<file path="config.mk">
export PLATFORM = sky130hd
export DESIGN_NAME = data_ram_flat
export DESIGN_NICKNAME = d
export VERILOG_FILES = /design/src/logic/mem_pkg.sv /design/src/logic/bus_ifs.sv /design/src/logic/data_ram.sv /design/src/flat_wrapper.sv
export VERILOG_INCLUDE_DIRS = /design/src /design/src/logic
export SDC_FILE = /design/constraint.sdc
export NUM_CORES = 2
export LEC_CHECK = 0
export BUFFER_PORTS_ARGS = -buffer_cell sky130_fd_sc_hd__buf_2
export CORE_ASPECT_RATIO = 0.8
export CORE_UTILIZATION = 30
export CTS_BUF_LIST = sky130_fd_sc_hd__clkbuf_4
export CTS_CLUSTER_SIZE = 10
export DETAILED_ROUTE_END_ITERATION = 10
export GPL_ROUTABILITY_DRIVEN = 0
export GPL_TIMING_DRIVEN = 0
export PLACE_DENSITY = 0.46
export SYNTH_ARGS = -nofsm -noshare
export SYNTH_HDL_FRONTEND = slang
export SYNTH_SLANG_ARGS = --single-unit
</file>
<file path="constraint.sdc">
create_clock -name clk -period 2.9 [get_ports clk]
set_input_delay 0.145 -clock clk [delete_from_list [all_inputs] [get_ports clk]]
set_output_delay 0.145 -clock clk [all_outputs]
set_load 0.01 [all_outputs]
</file>
<file path="src/logic/mac_consts.svh">
`ifndef MAC_CONSTS_SVH
`define MAC_CONSTS_SVH

// Secret key, also the accumulator seed
`define MAC_KEY 16'h5A3C

// Added once per mixing round
`define MAC_ROUND 16'h9E37

// Engine busy cycles per absorbed word
`define MAC_LATENCY 3

`define MEM_WORDS 256
`define SPM_SLOTS 4

`endif
</file>
<file path="src/logic/mem_pkg.sv">
`default_nettype none

package mem_pkg;

  typedef logic [15:0] word_t;

  // Byte address, memory index is bits 8:1
  typedef logic [15:0] addr_t;

endpackage

`default_nettype wire

</file>
<file path="src/logic/bus_ifs.sv">
`timescale 1ns/1ns
`default_nettype none

interface mem_bus_if;
  import mem_pkg::*;

  logic  req_valid;
  logic  req_ready;
  logic  we;
  addr_t addr;
  word_t wdata;
  logic  rsp_valid;
  word_t rdata;

  modport master (output req_valid, we, addr, wdata, input req_ready, rsp_valid, rdata);
  modport slave (input req_valid, we, addr, wdata, output req_ready, rsp_valid, rdata);
endinterface


`default_nettype wire

</file>
<file path="src/logic/data_ram.sv">
`timescale 1ns/1ns
`default_nettype none

`include "mac_consts.svh"

module data_ram (
  input wire       clk,
  mem_bus_if.slave mem
);
  import mem_pkg::*;

  localparam int AW = $clog2(`MEM_WORDS);

  word_t         ram [`MEM_WORDS];
  logic [AW-1:0] index;

  // Word index from the byte address
  assign index = mem.addr[AW:1];

  assign mem.req_ready = 1'b1;

  always_ff @(posedge clk)
  begin
    if (mem.req_valid && mem.we)
      ram[index] <= mem.wdata;
    if (mem.req_valid && !mem.we)
      mem.rdata <= ram[index];
    mem.rsp_valid <= mem.req_valid && !mem.we;
  end

endmodule

`default_nettype wire

</file>
<file path="src/flat_wrapper.sv">
// flat-port wrapper written by rule: the top's interface ports become plain ports
module data_ram_flat import mem_pkg::*;
  (clk, mem_req_valid, mem_we, mem_addr, mem_wdata, mem_req_ready, mem_rsp_valid, mem_rdata);
  mem_bus_if mem_i ();
  input wire clk;
  input wire logic [$bits(mem_i.req_valid)-1:0] mem_req_valid;
  input wire logic [$bits(mem_i.we)-1:0] mem_we;
  input wire logic [$bits(mem_i.addr)-1:0] mem_addr;
  input wire logic [$bits(mem_i.wdata)-1:0] mem_wdata;
  output wire logic [$bits(mem_i.req_ready)-1:0] mem_req_ready;
  output wire logic [$bits(mem_i.rsp_valid)-1:0] mem_rsp_valid;
  output wire logic [$bits(mem_i.rdata)-1:0] mem_rdata;
  assign mem_i.req_valid = mem_req_valid;
  assign mem_i.we = mem_we;
  assign mem_i.addr = mem_addr;
  assign mem_i.wdata = mem_wdata;
  assign mem_req_ready = mem_i.req_ready;
  assign mem_rsp_valid = mem_i.rsp_valid;
  assign mem_rdata = mem_i.rdata;
  data_ram u_core (.clk(clk), .mem(mem_i));
endmodule
</file>
# ---- After elaboration in Yosys (flattened, before gate mapping)
# Memory sizes are Yosys's and may differ from the RTL's. A register that Yosys moved wholly into a read port is not among the register bits.
# Index checks and enable logic that the tools add are counted.
dict set report word_totals {
  output_inout_bits 18
  ff_bits 1
  latch_bits 0
  in_bits 35
  mem_bits_ro 0
  n_memories 1
  ramBits 4096
}
dict set report classes {
  shift 0
  bitwise_logic 0
  eq_ne 0
  n_mul 0
  n_addsub 0
  order_cmp 0
  n_div 0
  n_mux 2
  reduce_logical 3
}
# memory words word_bits rd rd_ports_with_merged_regs wr line
set memory_table {}
lappend memory_table {u_core.ram 256 16 1 1 1 data_ram.sv:14} ;# word_t ram [`MEM_WORDS];
# op n
set op_table {}
lappend op_table {{1-bit logical AND} 2}
lappend op_table {{1-bit two-way mux} 2}
lappend op_table {{1-bit logical NOT} 1}

# ---- Longest topological paths before layout
dict set report depth {
  depth_word 3
  mapped_depth 9
  ltp_nobuf 5
}

# ---- Worst setup path before layout
# Ideal clock, no wire load.
dict set report synth_path {
  path_kind {input to register}
  start {in mem_addr[2]}
  end {mem u_core.ram[114][0] in the netlist's numbering, enable pin}
  setup_ps 388
  stages 9
  arrival_time_ps 2353
  setup_slack_ps 159
  n_path_buf 5
  path_cell_list {buf_4 -> buf_2 -> buf_2 -> buf_2 -> inv_1 -> nor3_1 -> nand2_1 -> buf_2 -> nor2_1}
}
# element line
set synth_lines {}
lappend synth_lines {{start: declaration} flat_wrapper.sv:8} ;# input wire logic [$bits(mem_i.addr)-1:0] mem_addr;
lappend synth_lines {{end: declaration} data_ram.sv:14}
# No word-level cell before the write port.

# ---- Worst setup path after layout
dict set report layout_path {
  start {in mem_addr[1]}
  end {mem u_core.ram[177][0] in the netlist's numbering, enable pin}
}
# No word-level cell before the write port.

==> flow_metrics.py <==
metrics = {
    "run_status": {
        "status": "finished with violations",
        "violations": "capacitance limit, setup timing",
    },
    "floorplanning": {
        "core_um2": 516200,
        "start_util_pct": 30.10,
        "die_area_um2": 520800,
        "die_x_um": 806.6,
        "die_y_um": 645.7,
        "num_io_pins": 53,
        "rows": 236,
    },
    "clock_tree": {
        "clk_pin_slew_ns": 0.07,
        "post_cts_buffers": 0,
        "clockRootBuffer": "clkbuf_4",
        "cts_buffers": 965,
        "cts_tree": "built",
        "htreeDepth": 6,
        "ctsLongestPathBuffers": 4,
        "clk-insertion-delay-late_ns": 1.84,
        "numClockSinks": 4113,
    },
    "cells_and_area": {
        "layout-drive-gt1-share_pct": 40.00,
        "regArea_um2": 123500,
        "fin_nets": 8153,
        "fin_util_pct": 35.87,
        "fillers": 48110,
        "syn_to_final_growth_pct": 19.16,
        "fin_area_um2": 185100,
        "multiInputGateArea_um2": 32300,
    },
    "synthesis": {
        "yosysWarnings": 0,
        "synth-seq-cells": 4113,
        "synth_area_um2": 155400,
        "yosys.area.top_type_share_pct": 79.47,
        "synth_top_area_cell": "edfxtp_1",
        "ys_top_cells_by_area": "edfxtp_1, mux4_2, a22oi_1, a21oi_1, nor2_1",
        "synthFlopType": "edfxtp_1",
        "synth_cells": 6710,
        "syn_nets": 6745,
        "synth_seq_area_share_pct": 79.48,
        "ys_types": 22,
        "synth-edff-count": 4112,
        "synth.most_common_cell": "edfxtp_1",
        "synthArstFlopShare_pct": 0,
        "synth_area_per_cell_um2": 23.16,
        "synthTopCellsByCount": "edfxtp_1, mux4_2, a22oi_1",
    },
    "placement": {
        "placed_area_um2": 170800,
        "numPortBuffers": 41,
        "dp_hpwl_um": 338000,
    },
    "worst_setup_path": {
        "startpoint_type": "primary input",
        "cp.required_ns": 4.28,
        "cp_slowest_cell": "clkbuf_2",
        "end_kind": "flip-flop",
        "path_cells": "buf_6 > buf_6 > buf_6 > buf_2 > nand3_1 > nor2_1 > nand2_2 > clkbuf_2 > buf_12 > nor2_2 > buf_6",
        "cp.arrival_ns": 4.62,
        "path_max_fanout": 11,
        "max_stage_delay_ns": 0.65,
        "cpMostUsedCell": "buf_6",
        "setup.worst_path.class": "in -> reg",
    },
    "sta": {
        "drv_slew": 0,
        "slew_headroom_pct": 0.2930,
        "hold_viol": 0,
        "setup_violations": 627,
        "period_needed_ns": 3.242,
        "rsz0062_at_grt": "yes",
        "max_freq_mhz": 308.4,
        "worst_pin_slew_ns": 1.496,
        "finalCritPeriodShare_pct": 111.8,
        "worst_slack_ns": -0.3423,
        "finClkSkew_ns": 0.1158,
    },
    "power": {
        "power_density_nw_per_um2": 639.9,
        "vdd.ir_drop.worst_uv": 470.5,
        "leakagePower_nw": 56.81,
    },
    "grt": {
        "antenna_found_initial": 50,
        "grtUsageMet1_pct": 26.80,
        "met3_usage_pct": 6.159,
        "grt_overflow": 0,
        "busiest_layer": "met2",
        "grt_pass1_wl_um": 687800,
        "grt_usage_pct": 19.14,
        "grt_pass1_vias": 82450,
        "grt_start_max_net_pins": 134,
        "grt_use_met2_pct": 27.99,
    },
    "route": {
        "dr.pass1.iters": 10,
        "drt-vias-per-instance": 5.156,
        "ant_nets": 0,
        "wl_per_cell_um": 32.46,
        "drc": 0,
        "route.vias.total": 81010,
        "drt_first_iter_violations": 10530,
        "drt_wl_total_um": 509900,
    },
    "min_path": {
        "worst_hold_path_type": "in -> reg",
    },
    "flow_run": {
        "cap_violations": 1,
    },
}
[cells by family (layout without fill, tap and decap cells)]
group / Yosys count / in the layout / synth area share (%)
AND/OR/NAND/NOR: 326 / 326 / 0.8383
other: 1 / 25 / 0.002413
flip-flops: 4113 / 4113 / 79.48
AO/OA/AOI/OAI: 832 / 832 / 3.659
buffers and inverters: 414 / 2489 / 1.174
multiplexers: 1024 / 1024 / 14.84
[state kept, by name (all words and copies together), names as in the netlist]
| register | flops |
|---|---|
| u_core.mem.rdata | 16 |
| u_core.mem.rsp_valid | 1 |
| u_core.ram | 4096 |
[placed cells by master, fill, tap and decap left out, types with 109 or more instances in the layout]
| master | count |
|---|---|
| nor2_2 | 249 |
| a22oi_1 | 449 |
| buf_8 | 247 |
| a21oi_1 | 144 |
| mux4_2 | 1024 |
| clkinv_1 | 190 |
| buf_2 | 109 |
| edfxtp_1 | 4112 |
| clkbuf_4 | 1381 |
| clkbuf_1 | 220 |
[report_power, final]
group	internal (mW)	total [mW]	switching [mW]
registers	65.4	65.5	0.0174
logic	2.13	6.84	4.71
clock network	22.7	46.2	23.5
total	90.2	118	28.2
[layout make-up]
cell class,instances,area share (%)
clock buffer,1373,5.567
multi-input combinational,2183,17.44
timing repair buffer,444,3.759
inverter,1,0.002027
clock inverter,261,0.8015
sequential,4113,66.70
antenna,24,0.03244
tap,6902,4.664
buffer,410,1.025
[worst paths after layout]
check	slack [ns]	to	depth (start not counted)	start
min reg2reg	1.43	u_core.mem.rdata[14]$_DFFE_PP_	5	u_core.ram[243][14]$_DFFE_PP_
max reg2reg	-0.31	u_core.mem.rdata[14]$_DFFE_PP_	5	u_core.ram[239][14]$_DFFE_PP_
min	0.21	u_core.ram[81][13]$_DFFE_PP_	3	mem_wdata[13]
max	-0.34	u_core.ram[177][0]$_DFFE_PP_	11	mem_addr[1]
[per-layer routing]
metal / up-vias / share of wire (%)
met5: - / 0.053
met4: 18 / 3.4
met3: 822 / 10
met2: 3850 / 44
met1: 43830 / 43
li1: 32490 / -
[stage by stage]
stage,setup TNS (ns),hold slack (ns),std cells,setup slack (ns),total power [mW]
2_1_floorplan,0,0.2439,6710,0.1587,69.52
3_3_place_gp,-,0.5483,13650,-5.668,73.17
3_5_place_dp,-9308.36,0.4788,13980,-3.365,73.26
4_1_cts,-2.754,0.009685,15690,-0.2521,119.6
5_1_grt,-12.38,0.1375,15690,-0.2137,122.6
6_report,-58.35,0.2105,15710,-0.3423,118.5
[critical path: cells and delay by family]
kind | cells | cell delay [ns]
buffers and inverters | 7 | 2.49
AND/OR/NAND/NOR | 4 | 1.86
[repair_timing]
action	in CTS	in global routing
hold buffers	78	0
hold endpoints to repair	6406	0
setup endpoints to repair	2869	668
gates resized for setup	211	71
pin swaps	30	26
Power figures use the tool's default switching activity.
