==> config.mk <==
export PLATFORM = sky130hd
export DESIGN_NAME = mem_arbiter_flat
export DESIGN_NICKNAME = d
export VERILOG_FILES = /design/src/logic/mac_consts.svh /design/src/logic/mem_pkg.sv /design/src/logic/bus_ifs.sv /design/src/logic/mem_arbiter.sv /design/src/flat_wrapper.sv
export SDC_FILE = /design/constraint.sdc
export NUM_CORES = 1
export LEC_CHECK = 0
export ABC_AREA = 0
export BUFFER_PORTS_ARGS = -buffer_cell sky130_fd_sc_hd__buf_2
export CAP_MARGIN = 10
export CELL_PAD_IN_SITES_DETAIL_PLACEMENT = 1
export CELL_PAD_IN_SITES_GLOBAL_PLACEMENT = 2
export CORE_MARGIN = 2
export CORE_UTILIZATION = 11
export CTS_CLUSTER_DIAMETER = 200
export DETAILED_ROUTE_END_ITERATION = 10
export GPL_ROUTABILITY_DRIVEN = 0
export PLACE_DENSITY = 0.91
export REMOVE_ABC_BUFFERS = 1
export SYNTH_ARGS = -nofsm -noshare
export SYNTH_HDL_FRONTEND = slang
export SYNTH_SLANG_ARGS = --single-unit
==> constraint.sdc <==
create_clock -name clk -period 2 [get_ports clk]
set_input_delay 0.4 -clock clk [delete_from_list [all_inputs] [get_ports clk]]
set_output_delay 0.4 -clock clk [all_outputs]
set_load 0.005 [all_outputs]
==> src/logic/mac_consts.svh <==
`ifndef MAC_CONSTS_SVH
`define MAC_CONSTS_SVH

// Secret key, also the accumulator seed
`define MAC_KEY 16'h5A3C

// Added once per mixing round
`define MAC_ROUND 16'h9E37

// Engine busy cycles per absorbed word
`define MAC_LATENCY 3

`define MEM_WORDS 256
`define SPM_SLOTS 4

`endif
==> src/logic/mem_pkg.sv <==
`default_nettype none

package mem_pkg;

  typedef logic [15:0] word_t;

  // Byte address, memory index is bits 8:1
  typedef logic [15:0] addr_t;

endpackage

`default_nettype wire

==> src/logic/bus_ifs.sv <==
`timescale 1ns/1ns
`default_nettype none

interface mem_bus_if;
  import mem_pkg::*;

  logic  req_valid;
  logic  req_ready;
  logic  we;
  addr_t addr;
  word_t wdata;
  logic  rsp_valid;
  word_t rdata;

  modport master (output req_valid, we, addr, wdata, input req_ready, rsp_valid, rdata);
  modport slave (input req_valid, we, addr, wdata, output req_ready, rsp_valid, rdata);
endinterface


`default_nettype wire

==> src/logic/mem_arbiter.sv <==
`timescale 1ns/1ns
`default_nettype none

module mem_arbiter (
  input wire        clk,
  input wire        reset,
  mem_bus_if.slave  host,
  mem_bus_if.slave  ctrl,
  mem_bus_if.master mem
);

  logic grant_ctrl;
  logic rd_pending;
  logic rd_ctrl;

  // Controller wins whenever it asks
  assign grant_ctrl = ctrl.req_valid;

  assign mem.req_valid = ctrl.req_valid || host.req_valid;
  assign mem.we        = grant_ctrl ? ctrl.we : host.we;
  assign mem.addr      = grant_ctrl ? ctrl.addr : host.addr;
  assign mem.wdata     = grant_ctrl ? ctrl.wdata : host.wdata;

  assign ctrl.req_ready = ctrl.req_valid && mem.req_ready;
  assign host.req_ready = host.req_valid && !ctrl.req_valid && mem.req_ready;

  // Owner of the read in flight
  always_ff @(posedge clk or posedge reset)
  begin
    if (reset)
    begin
      rd_pending <= 1'b0;
      rd_ctrl    <= 1'b0;
    end
    else
    begin
      rd_pending <= mem.req_valid && mem.req_ready && !mem.we;
      if (mem.req_valid && mem.req_ready)
        rd_ctrl <= grant_ctrl;
    end
  end

  assign ctrl.rsp_valid = mem.rsp_valid && rd_pending && rd_ctrl;
  assign host.rsp_valid = mem.rsp_valid && rd_pending && !rd_ctrl;
  assign ctrl.rdata     = mem.rdata;
  assign host.rdata     = mem.rdata;

endmodule

`default_nettype wire

==> src/flat_wrapper.sv <==
// flat-port wrapper written by rule: the top's interface ports become plain ports
module mem_arbiter_flat 
  (clk, reset, host_req_valid, host_we, host_addr, host_wdata, host_req_ready, host_rsp_valid, host_rdata, ctrl_req_valid, ctrl_we, ctrl_addr, ctrl_wdata, ctrl_req_ready, ctrl_rsp_valid, ctrl_rdata, mem_req_valid, mem_we, mem_addr, mem_wdata, mem_req_ready, mem_rsp_valid, mem_rdata);
  mem_bus_if host_i ();
  mem_bus_if ctrl_i ();
  mem_bus_if mem_i ();
  input wire clk;
  input wire reset;
  input wire logic [$bits(host_i.req_valid)-1:0] host_req_valid;
  input wire logic [$bits(host_i.we)-1:0] host_we;
  input wire logic [$bits(host_i.addr)-1:0] host_addr;
  input wire logic [$bits(host_i.wdata)-1:0] host_wdata;
  output wire logic [$bits(host_i.req_ready)-1:0] host_req_ready;
  output wire logic [$bits(host_i.rsp_valid)-1:0] host_rsp_valid;
  output wire logic [$bits(host_i.rdata)-1:0] host_rdata;
  input wire logic [$bits(ctrl_i.req_valid)-1:0] ctrl_req_valid;
  input wire logic [$bits(ctrl_i.we)-1:0] ctrl_we;
  input wire logic [$bits(ctrl_i.addr)-1:0] ctrl_addr;
  input wire logic [$bits(ctrl_i.wdata)-1:0] ctrl_wdata;
  output wire logic [$bits(ctrl_i.req_ready)-1:0] ctrl_req_ready;
  output wire logic [$bits(ctrl_i.rsp_valid)-1:0] ctrl_rsp_valid;
  output wire logic [$bits(ctrl_i.rdata)-1:0] ctrl_rdata;
  output wire logic [$bits(mem_i.req_valid)-1:0] mem_req_valid;
  output wire logic [$bits(mem_i.we)-1:0] mem_we;
  output wire logic [$bits(mem_i.addr)-1:0] mem_addr;
  output wire logic [$bits(mem_i.wdata)-1:0] mem_wdata;
  input wire logic [$bits(mem_i.req_ready)-1:0] mem_req_ready;
  input wire logic [$bits(mem_i.rsp_valid)-1:0] mem_rsp_valid;
  input wire logic [$bits(mem_i.rdata)-1:0] mem_rdata;
  assign host_i.req_valid = host_req_valid;
  assign host_i.we = host_we;
  assign host_i.addr = host_addr;
  assign host_i.wdata = host_wdata;
  assign host_req_ready = host_i.req_ready;
  assign host_rsp_valid = host_i.rsp_valid;
  assign host_rdata = host_i.rdata;
  assign ctrl_i.req_valid = ctrl_req_valid;
  assign ctrl_i.we = ctrl_we;
  assign ctrl_i.addr = ctrl_addr;
  assign ctrl_i.wdata = ctrl_wdata;
  assign ctrl_req_ready = ctrl_i.req_ready;
  assign ctrl_rsp_valid = ctrl_i.rsp_valid;
  assign ctrl_rdata = ctrl_i.rdata;
  assign mem_req_valid = mem_i.req_valid;
  assign mem_we = mem_i.we;
  assign mem_addr = mem_i.addr;
  assign mem_wdata = mem_i.wdata;
  assign mem_i.req_ready = mem_req_ready;
  assign mem_i.rsp_valid = mem_rsp_valid;
  assign mem_i.rdata = mem_rdata;
  mem_arbiter u_core (.clk(clk), .reset(reset), .host(host_i), .ctrl(ctrl_i), .mem(mem_i));
endmodule
## After elaboration in Yosys (flattened, before gate mapping)

Cells that the tools add are included.

- Bits in registers: 2
- Bits of input ports: 88
- Output and inout bits: 70
- Logic and storage cells: 17

- Multiplexer cells: 3
- Reductions and logical operators: 12

Operator list:

| cell | count |
|---|---|
| $mux 16 | 2 |
| $logic_and 1x1->1 | 8 |
| $logic_not 1->1 | 3 |
| $logic_or 1x1->1 | 1 |
| $mux 1 | 1 |

## Longest topological paths before layout

- Word-level depth: 3
- Mapped depth: 4
- Mapped depth without buffers: 2

## Worst setup path after synthesis

OpenSTA, ideal clock, no wires.

- Path kind: input -> output
- Start: input port ctrl_req_valid
- End: output port mem_addr[0]
- Arrival: 982 ps
- Data required time: 1600 ps
- Path slack: 618 ps
- Cell stages on the path: 3
- Buffers on the path: 2
- Path through: buf_6 > buf_6 > mux2_4

- Word-level cells in the longest chain between the ends: 1

Ends and longest elaborated chain:

| what | RTL line | RTL |
|---|---|---|
| start: declaration | flat_wrapper.sv:16 | `input wire logic [$bits(ctrl_i.req_valid)-1:0] ctrl_req_valid;` |
| $mux 16 | mem_arbiter.sv:21 | `assign mem.addr = grant_ctrl ? ctrl.addr : host.addr;` |
| end: declaration | flat_wrapper.sv:25 | `output wire logic [$bits(mem_i.addr)-1:0] mem_addr;` |

No other way between the ends.

## Final worst setup path

- Start: input port ctrl_req_valid
- End: output port mem_addr[15]

The elaborated chain is that of the path after synthesis.

==> results_dict.tcl <==
set metrics [dict create \
    track_usage_pct 7.620 \
    syn_inst 83 \
    dp.cells 256 \
    yosys_warnings 0 \
    combPwrFrac_pct 54.1 \
    endpoint "mem_addr[15]" \
    rsz0062_at_grt "false" \
    arrival_ps 1250 \
    core_area_um2 7292 \
    hold_path.class "input port to async pin" \
    ctsResizeCount 0 \
    ios 158 \
    internal-power_mw 0.3271 \
    tightest_slew_ps 234.6 \
    start_util_pct 11.46 \
    ys_async_sr_fraction_pct 100.0 \
    fin_cells 259 \
    cts_tree "yes" \
    cts-hold-fix-buffers 0 \
    grt_pass1_vias 973 \
    worstPathCellList "buf_2 > buf_12 > mux2_2 > buf_2" \
    wirelength_mm 3.415 \
    clk_latency_ps 210 \
    final.setup_skew_ps 0 \
    yosysTopAreaCell "mux2_4" \
    antenna_found_initial 0 \
    clock_sinks 2 \
    netlist_area_um2 835.8 \
    antenna_cells 0 \
    critPathCaptureType "output port" \
    via_count 910 \
    synth_cell_types 16 \
    cp-startpoint "ctrl_req_valid" \
    slew_headroom_pct 84.36 \
    synth.avg_cell_area_um2 10.07 \
    power_density_nw_per_um2 342.4 \
    use_met2_pct 11.36 \
    layout-drive-gt1-share_pct 92.50 \
    worstRegToRegCells 1 \
    wl_per_cell_um 13.19 \
    die_w_um 91.17 \
    seq_area_frac_synth_pct 5.988 \
    die_h_um 91.17 \
    nets 250 \
    grt_max_degree 39 \
    cp.required_ps 1600 \
    n_fill_cell 925 \
    dieArea_um2 8311 \
    period_share_pct 82.64 \
    cp_common_cell "buf_2" \
    cp_max_fo 38 \
    synth.most_common_cell "buf_4" \
    cts_setup_buffers 0 \
    place_hpwl_mm 3.041 \
    swShare_pct 25.80 \
    clk_pin_slew_ps 30 \
    yosysTopAreaCellShare_pct 30.54 \
    clk_path_buf_depth 2 \
    fmax_mhz 605.1 \
    drv_cap 0 \
    io_buffers 109 \
    critPathMaxStageDelay_ps 370 \
    status "completed" \
    switching_power_mw 0.1137 \
    drc 0 \
    num_rows 31 \
    p_leak_nw 0.7284 \
    finalSetupViolCount 0 \
    critPathKind "input port to output port" \
    startpoint_type "input port" \
    fin_tns_setup_ps 0 \
    use_met1_pct 8.296 \
    fin_crit_ps 1653 \
    grt_pass1_wl_mm 5.009 \
    crit_slowest_cell "mux2_2" \
    cts_made_buffers 3 \
    multi_input_area_um2 503.0 \
    areaGrowthSynthToFinish_pct 54.04 \
    power_frac_seq_pct 10.6 \
    ant_nets 0 \
    p_clk_share_pct 35.3 \
    htree_levels 1 \
    synth_common_cells "buf_4 (32), mux2_4 (17), mux2_2 (16)" \
    drt_iter0_markers 9 \
    regToRegSetupSlack_ps 1340 \
    synthFlopType "dfrtp_1" \
    gr-max-usage-layer "met2" \
    via_per_inst 3.514 \
    firstDrtPassIters 2 \
    worst_ir_drop_vdd_v 0.00009443 \
    synth_edf_count 0 \
    rr_endpoint "u_core.rd_ctrl" \
    overflow 0 \
    grt_use_met3_pct 6.058 \
    clockRootBuffer "clkbuf_8" \
    seq_area_um2 50.05 \
    post-place-ws_ps 334.2 \
    synthTopCellsByArea "mux2_4 (31%), buf_4 (29%), mux2_2 (22%)" \
    ys_seq_elements 2 \
    slew_viol_final 0 \
    fin_ws_ps 347.3 \
    rr_startpoint "u_core.rd_ctrl" \
    hold_violations 0 \
]
-- critical path, delay by kind of cell --
family / cells / cell delay (ps)
buf+inv: 3 / 470
mux: 1 / 370
-- routing by layer --
layer	wire length, um	vias up
li1	-	404
met1	1144	404
met2	1626	98
met5	0	-
met3	629	4
met4	15	0
-- cell type report --
class / count / share of cell area (%)
Timing Repair Buffer: 110 / 43.93
Multi-Input combinational cell: 44 / 39.07
Tap cell: 99 / 9.621
Inverter: 1 / 0.2915
Sequential cell: 2 / 3.887
Clock buffer: 3 / 3.207
-- logic make-up (layout without fill, tap and decap cells) --
| logic type | after synthesis | count (layout) | share of synthesized area, % |
|---|---|---|---|
| mux | 33 | 33 | 52.09 |
| compound gates | 2 | 2 | 1.797 |
| flops | 2 | 2 | 5.988 |
| buf+inv | 37 | 114 | 33.83 |
| simple gates | 9 | 9 | 6.290 |
-- placed cells by master, fill, tap and decap left out --
| master | instances |
|---|---|
| nand2_1 | 2 |
| mux2_2 | 16 |
| and3_1 | 1 |
| buf_2 | 109 |
| clkbuf_8 | 3 |
| dfrtp_1 | 2 |
| or2_2 | 1 |
| a21o_1 | 1 |
| nor2_1 | 2 |
| inv_1 | 1 |
| mux2_4 | 17 |
| buf_12 | 1 |
| nor2b_1 | 1 |
| and2_1 | 1 |
| o21a_1 | 1 |
| nor3b_2 | 1 |
-- registers in the layout (all words and copies together), names as in the netlist --
name,flops
u_core.rd_pending,1
u_core.rd_ctrl,1
-- worst min-delay path by stage --
stage	startpoint	end	slack, ps	cells after the start
after detailed placement	reset	u_core.rd_pending	270	2
after floorplan	reset	u_core.rd_ctrl	140	1
final	reset	u_core.rd_ctrl	50	2
after global routing	reset	u_core.rd_pending	50	2
after CTS	reset	u_core.rd_ctrl	40	2
after global placement	reset	u_core.rd_pending	260	2
-- through the flow --
stage / hold slack [ps] / cell area (um2) / util, % / power [mW]
finish: 45.88 / 1287 / 17.66 / 0.4408
global route: 48.00 / 1287 / 17.66 / 0.4770
CTS: 44.76 / 1287 / 17.66 / 0.4536
detailed placement: 265.7 / 1246 / 17.09 / 0.2911
global placement: 261.6 / 1246 / 17.09 / 0.2845
floorplan: 141.2 / 556.8 / - / 0.1401
-- power by group through the flow --
stage | Sequential (mW) | Combinational [mW] | Clock, mW
finish | 0.0468 | 0.238 | 0.156
global route | 0.0477 | 0.261 | 0.169
detailed placement | 0.0475 | 0.244 | 0
CTS | 0.0471 | 0.244 | 0.162
global placement | 0.0474 | 0.237 | 0
floorplan | 0.0461 | 0.0940 | 0
No activity file was read; power rests on OpenSTA's default activity.
