### config.mk
export PLATFORM = sky130hd
export DESIGN_NAME = spm_table_flat
export DESIGN_NICKNAME = d
export VERILOG_FILES = /design/src/logic/mac_pkg.sv /design/src/logic/mem_pkg.sv /design/src/logic/bus_ifs.sv /design/src/logic/spm_table.sv /design/src/flat_wrapper.sv
export VERILOG_INCLUDE_DIRS = /design/src /design/src/logic
export SDC_FILE = /design/constraint.sdc
export NUM_CORES = 1
export LEC_CHECK = 0
export ABC_CLOCK_PERIOD_IN_PS = 11700
export BUFFER_PORTS_ARGS = -buffer_cell sky130_fd_sc_hd__buf_2
export CAP_MARGIN = 40
export CORE_ASPECT_RATIO = 1.5
export CORE_MARGIN = 1
export CORE_UTILIZATION = 63
export CTS_CLUSTER_DIAMETER = 40
export DETAILED_ROUTE_END_ITERATION = 8
export GPL_TIMING_DRIVEN = 0
export PLACE_DENSITY = 0.88
export SKIP_CTS_REPAIR_TIMING = 1
export SYNTH_ARGS = -nofsm -noshare
export SYNTH_HDL_FRONTEND = slang
export SYNTH_SLANG_ARGS = --single-unit
### constraint.sdc
create_clock -name clk -period 11.7 [get_ports clk]
set_input_delay 0.585 -clock clk [delete_from_list [all_inputs] [get_ports clk]]
set_output_delay 0.585 -clock clk [all_outputs]
set_load 0.02 [all_outputs]
### src/logic/mac_consts.svh
`ifndef MAC_CONSTS_SVH
`define MAC_CONSTS_SVH

// Secret key, also the accumulator seed
`define MAC_KEY 16'h5A3C

// Added once per mixing round
`define MAC_ROUND 16'h9E37

// Engine busy cycles per absorbed word
`define MAC_LATENCY 3

`define MEM_WORDS 256
`define SPM_SLOTS 4

`endif
### src/logic/mac_pkg.sv
`default_nettype none

package mac_pkg;

  typedef enum logic {mode_sign, mode_verify} mac_mode_t;

  // Order of the first four matches the absorb order
  typedef enum logic [2:0] {
    field_pub_start, field_pub_end, field_sec_start, field_sec_end, field_id
  } spm_field_t;

  typedef logic [15:0] tag_t;

  typedef enum logic [3:0] {
    st_idle,
    st_check,
    st_fail,
    st_setup,
    st_limit,
    st_mem_req,
    st_mem_rsp,
    st_absorb,
    st_field,
    st_tag_wait,
    st_tag_req,
    st_tag_rsp,
    st_done
  } ctrl_state_t;

endpackage

`default_nettype wire

### src/logic/mem_pkg.sv
`default_nettype none

package mem_pkg;

  typedef logic [15:0] word_t;

  // Byte address, memory index is bits 8:1
  typedef logic [15:0] addr_t;

endpackage

`default_nettype wire

### src/logic/bus_ifs.sv
`timescale 1ns/1ns
`default_nettype none


// Combinational lookup into the module table
interface spm_query_if;
  import mem_pkg::*;
  import mac_pkg::*;

  addr_t      select;
  logic       select_valid;
  spm_field_t field;
  word_t      data;

  modport master (output select, field, input select_valid, data);
  modport slave (input select, field, output select_valid, data);
endinterface


`default_nettype wire

### src/logic/spm_table.sv
`timescale 1ns/1ns
`default_nettype none

`include "mac_consts.svh"

module spm_table (
  input wire                          clk,
  input wire                          reset,
  input wire                          load_valid,
  input wire [$clog2(`SPM_SLOTS)-1:0] load_slot,
  input wire mac_pkg::spm_field_t     load_field,
  input wire mem_pkg::word_t          load_data,
  spm_query_if.slave                  query
);
  import mem_pkg::*;
  import mac_pkg::*;

  localparam int SLOT_W      = $clog2(`SPM_SLOTS);
  localparam int FIELD_COUNT = 5;

  word_t                entry [`SPM_SLOTS][FIELD_COUNT];
  logic [`SPM_SLOTS-1:0] used;
  logic                 hit;
  logic [SLOT_W-1:0]    hit_slot;

  always_ff @(posedge clk or posedge reset)
  begin
    if (reset)
    begin
      used <= '0;
      for (int s = 0; s < `SPM_SLOTS; s++)
        for (int f = 0; f < FIELD_COUNT; f++)
          entry[s][f] <= '0;
    end
    else if (load_valid)
    begin
      entry[load_slot][load_field] <= load_data;
      used[load_slot] <= 1'b1;
    end
  end

  // Walk down so the lowest matching slot wins
  always_comb
  begin
    hit      = 1'b0;
    hit_slot = '0;
    for (int s = `SPM_SLOTS - 1; s >= 0; s--)
    begin
      if (used[s] && entry[s][field_pub_start] <= query.select &&
          entry[s][field_pub_end] > query.select)
      begin
        hit      = 1'b1;
        hit_slot = SLOT_W'(s);
      end
    end
  end

  assign query.select_valid = hit;
  assign query.data         = entry[hit_slot][query.field];

endmodule

`default_nettype wire

### src/flat_wrapper.sv
// flat-port wrapper written by rule: the top's interface ports become plain ports
module spm_table_flat import mem_pkg::*; import mac_pkg::*;
  (clk, reset, load_valid, load_slot, load_field, load_data, query_select, query_field, query_select_valid, query_data);
  spm_query_if query_i ();
  input wire clk;
  input wire reset;
  input wire load_valid;
  input wire [$clog2(`SPM_SLOTS)-1:0] load_slot;
  input wire mac_pkg::spm_field_t load_field;
  input wire mem_pkg::word_t load_data;
  input wire logic [$bits(query_i.select)-1:0] query_select;
  input wire logic [$bits(query_i.field)-1:0] query_field;
  output wire logic [$bits(query_i.select_valid)-1:0] query_select_valid;
  output wire logic [$bits(query_i.data)-1:0] query_data;
  assign query_i.select = query_select;
  assign query_i.field = query_field;
  assign query_select_valid = query_i.select_valid;
  assign query_data = query_i.data;
  spm_table u_core (.clk(clk), .reset(reset), .load_valid(load_valid), .load_slot(load_slot), .load_field(load_field), .load_data(load_data), .query(query_i));
endmodule
Yosys cells after proc, flatten, opt, wreduce, memory -nomap -nowiden:

Index checks and enable logic that the tools add are counted.

* reductions and logical operators: 11
* magnitude comparators: 16
* bitwise logic cells: 5
* muxes and demuxes: 21

Operator list (count)
* $bwmux W320: 1
* $mux W80: 3
* $bmux W80 S2: 1
* $demux W80 S2: 1
* $gt A16 B16 Y1: 4
* $le A16 B16 Y1: 4
* $bmux W16 S3: 1
* $demux W16 S3: 1
* $mux W16: 3
* $logic_and A1 B1 Y1: 11
* $ge A4 B4 Y1 const B: 2
* $mux W2: 4
* $not A3 Y4: 2
* $ge A3 B3 Y1 const B: 2
* $not A2 Y3: 2
* $mux W1: 5
* $lt A4 B1 Y1 const B: 1
* $or A4 B4 Y4: 1
* $lt A2 B3 Y1 const B: 1
* $lt A3 B1 Y1 const B: 1
* $demux W1 S2: 1
* $ge A2 B1 Y1 const B: 1

* register bits after elaboration: 324
* bits of input ports: 43
* logic and storage cells: 74

Depth between registers and ports, before layout:

Gate-level depths: netlist of the first run.

* depth in word-level cells: 14
* mapped depth: 15

Least setup slack after synthesis of the first run:

OpenSTA, ideal clock, no wires.

* kind: input to output
* start: input query_select[11]
* end: output query_data[12]
* arrival: 3403 ps
* required time: 11115 ps
* buffers on the path: 3
* cell stages on the path: 15
* slack: 7712 ps
* path through: inv_1 > ha_1 > nand4_1 > or4_1 > a21o_1 > a31o_1 > a211oi_2 > o21a_1 > buf_2 > buf_4 > buf_4 > mux2i_1 > nand2_1 > nand3_1 > nand4_1

* longest elaborated chain between the ends: 14

RTL lines
* from (decl): line flat_wrapper.sv:11 `input wire logic [$bits(query_i.select)-1:0] query_select;`
* $le A16 B16 Y1: line spm_table.sv:49 `if (used[s] && entry[s][field_pub_start] <= query.select &&`
* $logic_and A1 B1 Y1 (2 in series): line spm_table.sv:49
* $mux W2 (3 in series): line spm_table.sv:49
* $mux W2 (*): line spm_table.sv:49
* $not A2 Y3 (not written as such) (*): line spm_table.sv:59 `assign query.data = entry[hit_slot][query.field];`
* $bmux W80 S2 (*): line spm_table.sv:59
* $mux W80 (not written as such) (*) (2 in series): line spm_table.sv:59
* $bmux W16 S3 (*): line spm_table.sv:59
* $mux W16 (not written as such) (*) (2 in series): line spm_table.sv:59
* to (decl): line flat_wrapper.sv:14 `output wire logic [$bits(query_i.data)-1:0] query_data;`

Every way passes the cells marked *; elsewhere a longest branch is shown, timed or not. The select of a mux whose other input is x is not followed.

Final worst setup path of the first run:

* start: register u_core.entry[159] in the netlist's numbering
* end: output query_data[4]

* longest elaborated chain between the ends: 13

RTL lines
* from (decl): line spm_table.sv:21 `` word_t entry [`SPM_SLOTS][FIELD_COUNT]; ``
* from (signal, indexed assignment): line spm_table.sv:37 `entry[load_slot][load_field] <= load_data;`
* $le A16 B16 Y1: line spm_table.sv:49
* $logic_and A1 B1 Y1 (2 in series): line spm_table.sv:49
* $mux W2 (3 in series): line spm_table.sv:49
* $not A2 Y3 (not written as such): line spm_table.sv:59
* $bmux W80 S2: line spm_table.sv:59
* $mux W80 (not written as such) (2 in series): line spm_table.sv:59
* $bmux W16 S3: line spm_table.sv:59
* $mux W16 (not written as such) (2 in series): line spm_table.sv:59

No other way between the ends. The select of a mux whose other input is x is not followed.

==> impl_metrics.json, run 1 <==
{
  "outcome": "finished, final reports clean",
  "drv_slew": 0,
  "finalCritPeriodShare_pct": 55.5,
  "pwr-share-seq_pct": 37.7,
  "synth_warnings": 0,
  "holdWs_ns": 0.169,
  "synth_top_area_share_pct": 45.2,
  "fp.dieArea_sq_um": 29200,
  "diodes": 0,
  "drtPass1Iterations": 5,
  "synth_top_cell_by_area": "dfrtp_1",
  "reg2reg_depth": 1,
  "setup_viol": 0,
  "drive_gt1_share_pct": 27.9,
  "grt_max_degree": 126,
  "finalCriticalPeriod_ns": 6.49,
  "synth_most_common_cell": "dfrtp_1",
  "synth_cell_type_count": 46,
  "rsz0062_at_grt": "false",
  "hpwl_um": 37700,
  "cts_tree": "done",
  "postRouteAntennaNets": 0,
  "rows": 75,
  "syn-cell-area_sq_um": 17900,
  "worstMarginPinSlew_ns": 0.782,
  "grt_pass1_wl_um": 79400,
  "grt.overflow.total": 0,
  "vias": 13300,
  "wl_per_cell_um": 25.5,
  "p_per_area_nw_per_um2": 198,
  "crit_type": "reg -> out",
  "synth_edf_count": 0,
  "die_y_um": 209,
  "r2r_end": "u_core.entry[142]",
  "cp_max_fo": 10,
  "cts_buffers": 38,
  "die_x_um": 140,
  "startpoint": "u_core.entry[159]",
  "ioPinCount": 60,
  "cts-htree-levels": 2,
  "hp-class": "in -> async",
  "numPortBuffers": 43,
  "preCtsSetupSlack_ns": 5.53,
  "worstPathRequired_ns": 11.12,
  "slew_headroom_pct": 47.4,
  "start_util_pct": 64.2,
  "drc": 0,
  "p_switching_mw": 1.38,
  "ys_seq_elements": 324,
  "endpoint_kind": "output pin",
  "clk_pin_slew_ns": 0.07,
  "syn_inst": 1546,
  "synth_common_cells": "324 x dfrtp_1, 321 x mux2_2, 169 x nand2_1, 154 x mux2i_1, 128 x ha_1",
  "async_flop_share_pct": 100,
  "place_congestion": 1.00,
  "area_growth_pct": 11.1,
  "core_sq_um": 28000,
  "ys_top_cells_by_area": "dfrtp_1 45%, mux2_2 20%, ha_1 8.9%",
  "grt_pass1_vias": 14400,
  "power_leakage_nw": 9.52,
  "worst_slack_ns": 5.21,
  "clock_skew_ns": 0,
  "power_mw": 3.94,
  "numClockSinks": 324,
  "p_comb_share_pct": 32.1,
  "cts_root_buf": "clkbuf_16",
  "max-cap-violations": 0,
  "synth-seq-area-share_pct": 45.2,
  "cp.arrival_ns": 5.91,
  "p_int_mw": 2.56,
  "critPathCapture": "query_data[4]",
  "synthFlopType": "dfrtp_1",
  "fmax_ghz": 0.154,
  "hold_violations": 0,
  "drt-initial-drc-count": 1101,
  "antenna_found_initial": 0,
  "synth.net_count": 1717,
  "cp-start-kind": "register",
  "via_per_inst": 6.60,
  "grt_usage_pct": 36.4,
  "clk_latency_ns": 0.54,
  "clk_path_buf_depth": 3,
  "ir_drop_v": 0.000136,
  "p_sw_share_pct": 35.0,
  "routed_wl_um": 51300,
  "final_nets": 1806,
  "avgSynthCellArea_sq_um": 11.6,
  "rrSetupSlack_ns": 10.83,
  "clockPowerShare_pct": 30.2,
  "reg2reg_from": "u_core.entry[142]",
  "final.setup.tns_ns": 0
}
metal layers:
layer / GRT usage (%) / vias up / wire, um
li1: - / 5812 / -
met1: 39.5 / 6579 / 18100
met2: 62.3 / 595 / 25600
met3: 4.95 / 276 / 2680
met4: 32.2 / 0 / 4980
met5: 0 / - / 0
through the flow:
step	area (sq um)	util [%]	std cells
4_1_cts	19900	71.3	2010
6_report	19900	71.3	2010
3_5_place_dp	18700	66.8	1941
3_3_place_gp	18600	66.5	1935
5_1_grt	19900	71.3	2010
2_1_floorplan	17900	-	1546
how the worst min path moves through the flow:
stage | endpoint | cells after the start | startpoint
floorplan | u_core.used[0] | 1 | u_core.used[0]
global route | u_core.entry[43] | 2 | reset
detailed placement | u_core.used[0] | 1 | u_core.used[0]
CTS | u_core.entry[43] | 2 | reset
finish | u_core.entry[301] | 2 | reset
global placement | u_core.used[2] | 1 | u_core.used[2]
power groups by stage:
stage	logic (mW)	registers [mW]	clock network (mW)
after floorplan	0.891	1.45	0
after global placement	1.17	1.48	0
after detailed placement	1.22	1.50	0
after CTS	1.24	1.48	1.19
after global routing	1.35	1.51	1.24
final	1.26	1.49	1.19
flip-flops by register name (all words and copies together) (netlist names):
| name | flops |
|---|---|
| u_core.used | 4 |
| u_core.entry | 320 |
cells in the final DEF (no fill, tap or decap), types with 4 or more instances in the layout:
cell type / n
a221oi_1: 4
nand3_1: 74
or2_2: 5
ha_1: 128
nand4_1: 55
buf_4: 10
dfrtp_1: 324
o211ai_1: 12
clkbuf_8: 8
nor3b_1: 6
nor2b_1: 14
nor2_1: 12
buf_2: 59
clkinv_2: 6
a21o_1: 9
o21ai_0: 14
mux2i_1: 154
nand3b_1: 4
clkbuf_16: 41
a21oi_1: 64
inv_1: 25
a221o_1: 4
inv_6: 4
nand2_1: 169
clkbuf_1: 79
mux2_2: 321
buf_1: 5
nor4_1: 5
kinds of logic after synthesis:
| logic type | after synthesis | share of synthesized area, % |
|---|---|---|
| buf+inv | 127 | 2.95 |
| flops | 324 | 45.2 |
| mux | 475 | 28.7 |
| simple gates | 367 | 9.92 |
| fa+ha+maj | 128 | 8.92 |
| compound gates | 125 | 4.30 |
layout make-up:
class / instances / area, sq um
Clock buffer: 54 / 1150
Inverter: 26 / 105
Fill cell: 1925 / 8020
Timing Repair Buffer: 49 / 290
Buffer: 101 / 432
Clock inverter: 15 / 108
Multi-Input combinational cell: 1095 / 9310
Tap cell: 346 / 433
Sequential cell: 324 / 8110
critical path: stages, from the launching register on:
cell      delay [ns]
dfrtp_1         0.39
ha_1            0.44
nand4_1         0.33
nor4_1          0.78
a21boi_0        0.61
o31ai_1         0.22
and2_1          0.23
o211ai_1        0.37
buf_2           0.42
buf_4           0.37
clkbuf_1        0.55
nand2_1         0.12
nand3_1         0.13
nand4_1         0.17
buf_2           0.21
(Power assumes the default switching activity.)
==> run 2: changes to the inputs <==
--- a/config.mk
+++ b/config.mk
@@ -6,16 +6,16 @@
 export SDC_FILE = /design/constraint.sdc
 export NUM_CORES = 1
 export LEC_CHECK = 0
-export ABC_CLOCK_PERIOD_IN_PS = 11700
+export ABC_CLOCK_PERIOD_IN_PS = 5900
 export BUFFER_PORTS_ARGS = -buffer_cell sky130_fd_sc_hd__buf_2
 export CAP_MARGIN = 40
 export CORE_ASPECT_RATIO = 1.5
 export CORE_MARGIN = 1
-export CORE_UTILIZATION = 63
+export CORE_UTILIZATION = 57
 export CTS_CLUSTER_DIAMETER = 40
 export DETAILED_ROUTE_END_ITERATION = 8
 export GPL_TIMING_DRIVEN = 0
-export PLACE_DENSITY = 0.88
+export PLACE_DENSITY = 0.84
 export SKIP_CTS_REPAIR_TIMING = 1
 export SYNTH_ARGS = -nofsm -noshare
 export SYNTH_HDL_FRONTEND = slang
==> constraint.sdc (replaced) <==
create_clock -name clk -period 5.9 [get_ports clk]
set_input_delay 0.295 -clock clk [delete_from_list [all_inputs] [get_ports clk]]
set_output_delay 0.295 -clock clk [all_outputs]
set_load 0.02 [all_outputs]
==> run 2 against run 1 <==
Effect of this change: the run now ends with setup timing left; hold slack improved by 0.062 ns; global-route usage decreased by 4.3 points; register-to-register slack worse by 5.8 ns; first-iteration DRC count shrank 8.8%; wire length is 0.98% lower; largest cell class unchanged.
==> impl_metrics.json, run 2 (synthesis results as in run 1) <==
{
  "design_area_sq_um": 20000,
  "worstPathRequired_ns": 5.61,
  "hp-class": "in -> reg",
  "final.setup.tns_ns": -0.00620,
  "worst_slack_ns": -0.00620,
  "cp-start-kind": "register",
  "rrSetupSlack_ns": 5.06,
  "cts_root_buf": "clkbuf_16",
  "final_nets": 1810,
  "cts_buffers": 34,
  "reg2reg_from": "u_core.entry[222]",
  "vias": 13200,
  "cp.arrival_ns": 5.61,
  "grt_pass1_wl_um": 77400,
  "area_growth_pct": 11.3,
  "p_per_area_nw_per_um2": 379,
  "drtPass1Iterations": 6,
  "hold_end": "u_core.entry[185]",
  "numPortBuffers": 43,
  "ioPinCount": 60,
  "violations": "setup timing",
  "multiInputGateArea_sq_um": 9310,
  "max_stage_delay_ns": 0.70,
  "postRouteAntennaNets": 0,
  "antenna_found_initial": 0,
  "holdWs_ns": 0.231,
  "grt.overflow.total": 0,
  "diodes": 0,
  "top_register": "u_core.entry",
  "hpwl_um": 38400,
  "drive_gt1_share_pct": 27.7,
  "die_x_um": 147,
  "dp_cells": 2007,
  "drc": 0,
  "reg2reg_depth": 1,
  "ff_latch_area_sq_um": 8110,
  "cts_tree": "done",
  "outcome": "finished with violations",
  "final_common_cell": "dfrtp_1",
  "place_congestion": 0.993,
  "slowest_stage": "nor4_1",
  "nFillCells": 2355,
  "crit_type": "reg -> out",
  "final_cell_mix": "324 x dfrtp_1, 321 x mux2_2, 169 x nand2_1, 154 x mux2i_1, 128 x ha_1",
  "max-cap-violations": 0,
  "drt-initial-drc-count": 1004,
  "r2r_end": "u_core.entry[222]",
  "ir_drop_v": 0.000204,
  "numClockSinks": 324,
  "power_leakage_nw": 9.49,
  "finalCriticalPeriod_ns": 5.91,
  "setup_viol": 1,
  "grt_max_degree": 41,
  "slew_headroom_pct": 46.0,
  "finalCritPeriodShare_pct": 100,
  "fp.dieArea_sq_um": 32200,
  "rsz0062_at_grt": "false",
  "clock_skew_ns": 0,
  "largestRegisters": "u_core.entry: 320 flops, u_core.used: 4 flops",
  "cts-htree-levels": 2,
  "die_y_um": 219,
  "start_util_pct": 57.8,
  "worstMarginPinSlew_ns": 0.810,
  "fmax_ghz": 0.169,
  "clk_latency_ns": 0.52,
  "hold_start": "load_slot[1]",
  "power_mw": 7.57,
  "core_sq_um": 31000,
  "dpl_cell_area_sq_um": 18900,
  "grt_pass1_vias": 14000,
  "finalNonFillerCells": 2067,
  "routed_wl_um": 50800,
  "wl_per_cell_um": 24.6,
  "whs_path_depth": 3,
  "via_per_inst": 6.38,
  "crit_chain": "ha_1 -> nand4_1 -> nor4_1 -> a21boi_0 -> o31ai_1 -> and2_1 -> o211ai_1 -> buf_2 -> buf_4 -> clkbuf_1 -> nand2_1 -> nand3_1 -> nand4_1 -> buf_2",
  "endpoint_kind": "output pin",
  "hold_violations": 0,
  "clk_pin_slew_ns": 0.06,
  "grt_usage_pct": 32.1,
  "largest_register_ffs": 320,
  "clk_path_buf_depth": 3,
  "drv_slew": 0,
  "rows": 79,
  "cp_max_fo": 10
}
-- run 2: worst max-delay path by stage --
stage / from / to / cells past startpoint
2_1_floorplan: reset / u_core.entry[0] / 1
3_3_place_gp: reset / u_core.entry[65] / 2
3_5_place_dp: query_select[15] / query_data[5] / 16
4_1_cts: u_core.entry[159] / query_data[5] / 14
5_1_grt: u_core.entry[159] / query_data[4] / 14
6_report: u_core.entry[159] / query_data[5] / 14
-- run 2: layout make-up --
type / count / share of cell area (%)
Sequential cell: 324 / 40.6
Buffer: 101 / 2.16
Tap cell: 405 / 2.54
Inverter: 26 / 0.507
Clock inverter: 11 / 0.482
Timing Repair Buffer: 57 / 2.13
Multi-Input combinational cell: 1095 / 46.6
Clock buffer: 48 / 5.03
-- run 2: per-stage QoR --
stage,utilization [%],setup slack [ns]
4_1_cts,64.4,0.117
2_1_floorplan,-,1.28
6_report,64.4,-0.00620
3_5_place_dp,60.8,0.432
5_1_grt,64.4,0.100
3_3_place_gp,60.2,-0.320
-- run 2: power by group --
part	leakage [nW]	internal, mW	total (mW)	switching [mW]
clock	0.541	1.23	2.13	0.897
combinational	4.83	1.06	2.49	1.43
sequential	4.13	2.65	2.95	0.302
-- run 2: metal layers --
layer | share of wire, % | GRT usage (%)
met5 | 0 | 0
met2 | 51 | 56.8
met3 | 4.8 | 4.35
met4 | 8.7 | 26.6
met1 | 36 | 34.1
-- run 2: worst max-delay path, delay by kind of cell, from the launching register on --
kind                       cells  cell delay, ns
DFF                            1            0.39
adders and majority gates      1            0.37
and+or+nand+nor                6            1.65
buffers and inverters          4            1.56
AOI/OAI and AO/OA              3            1.12
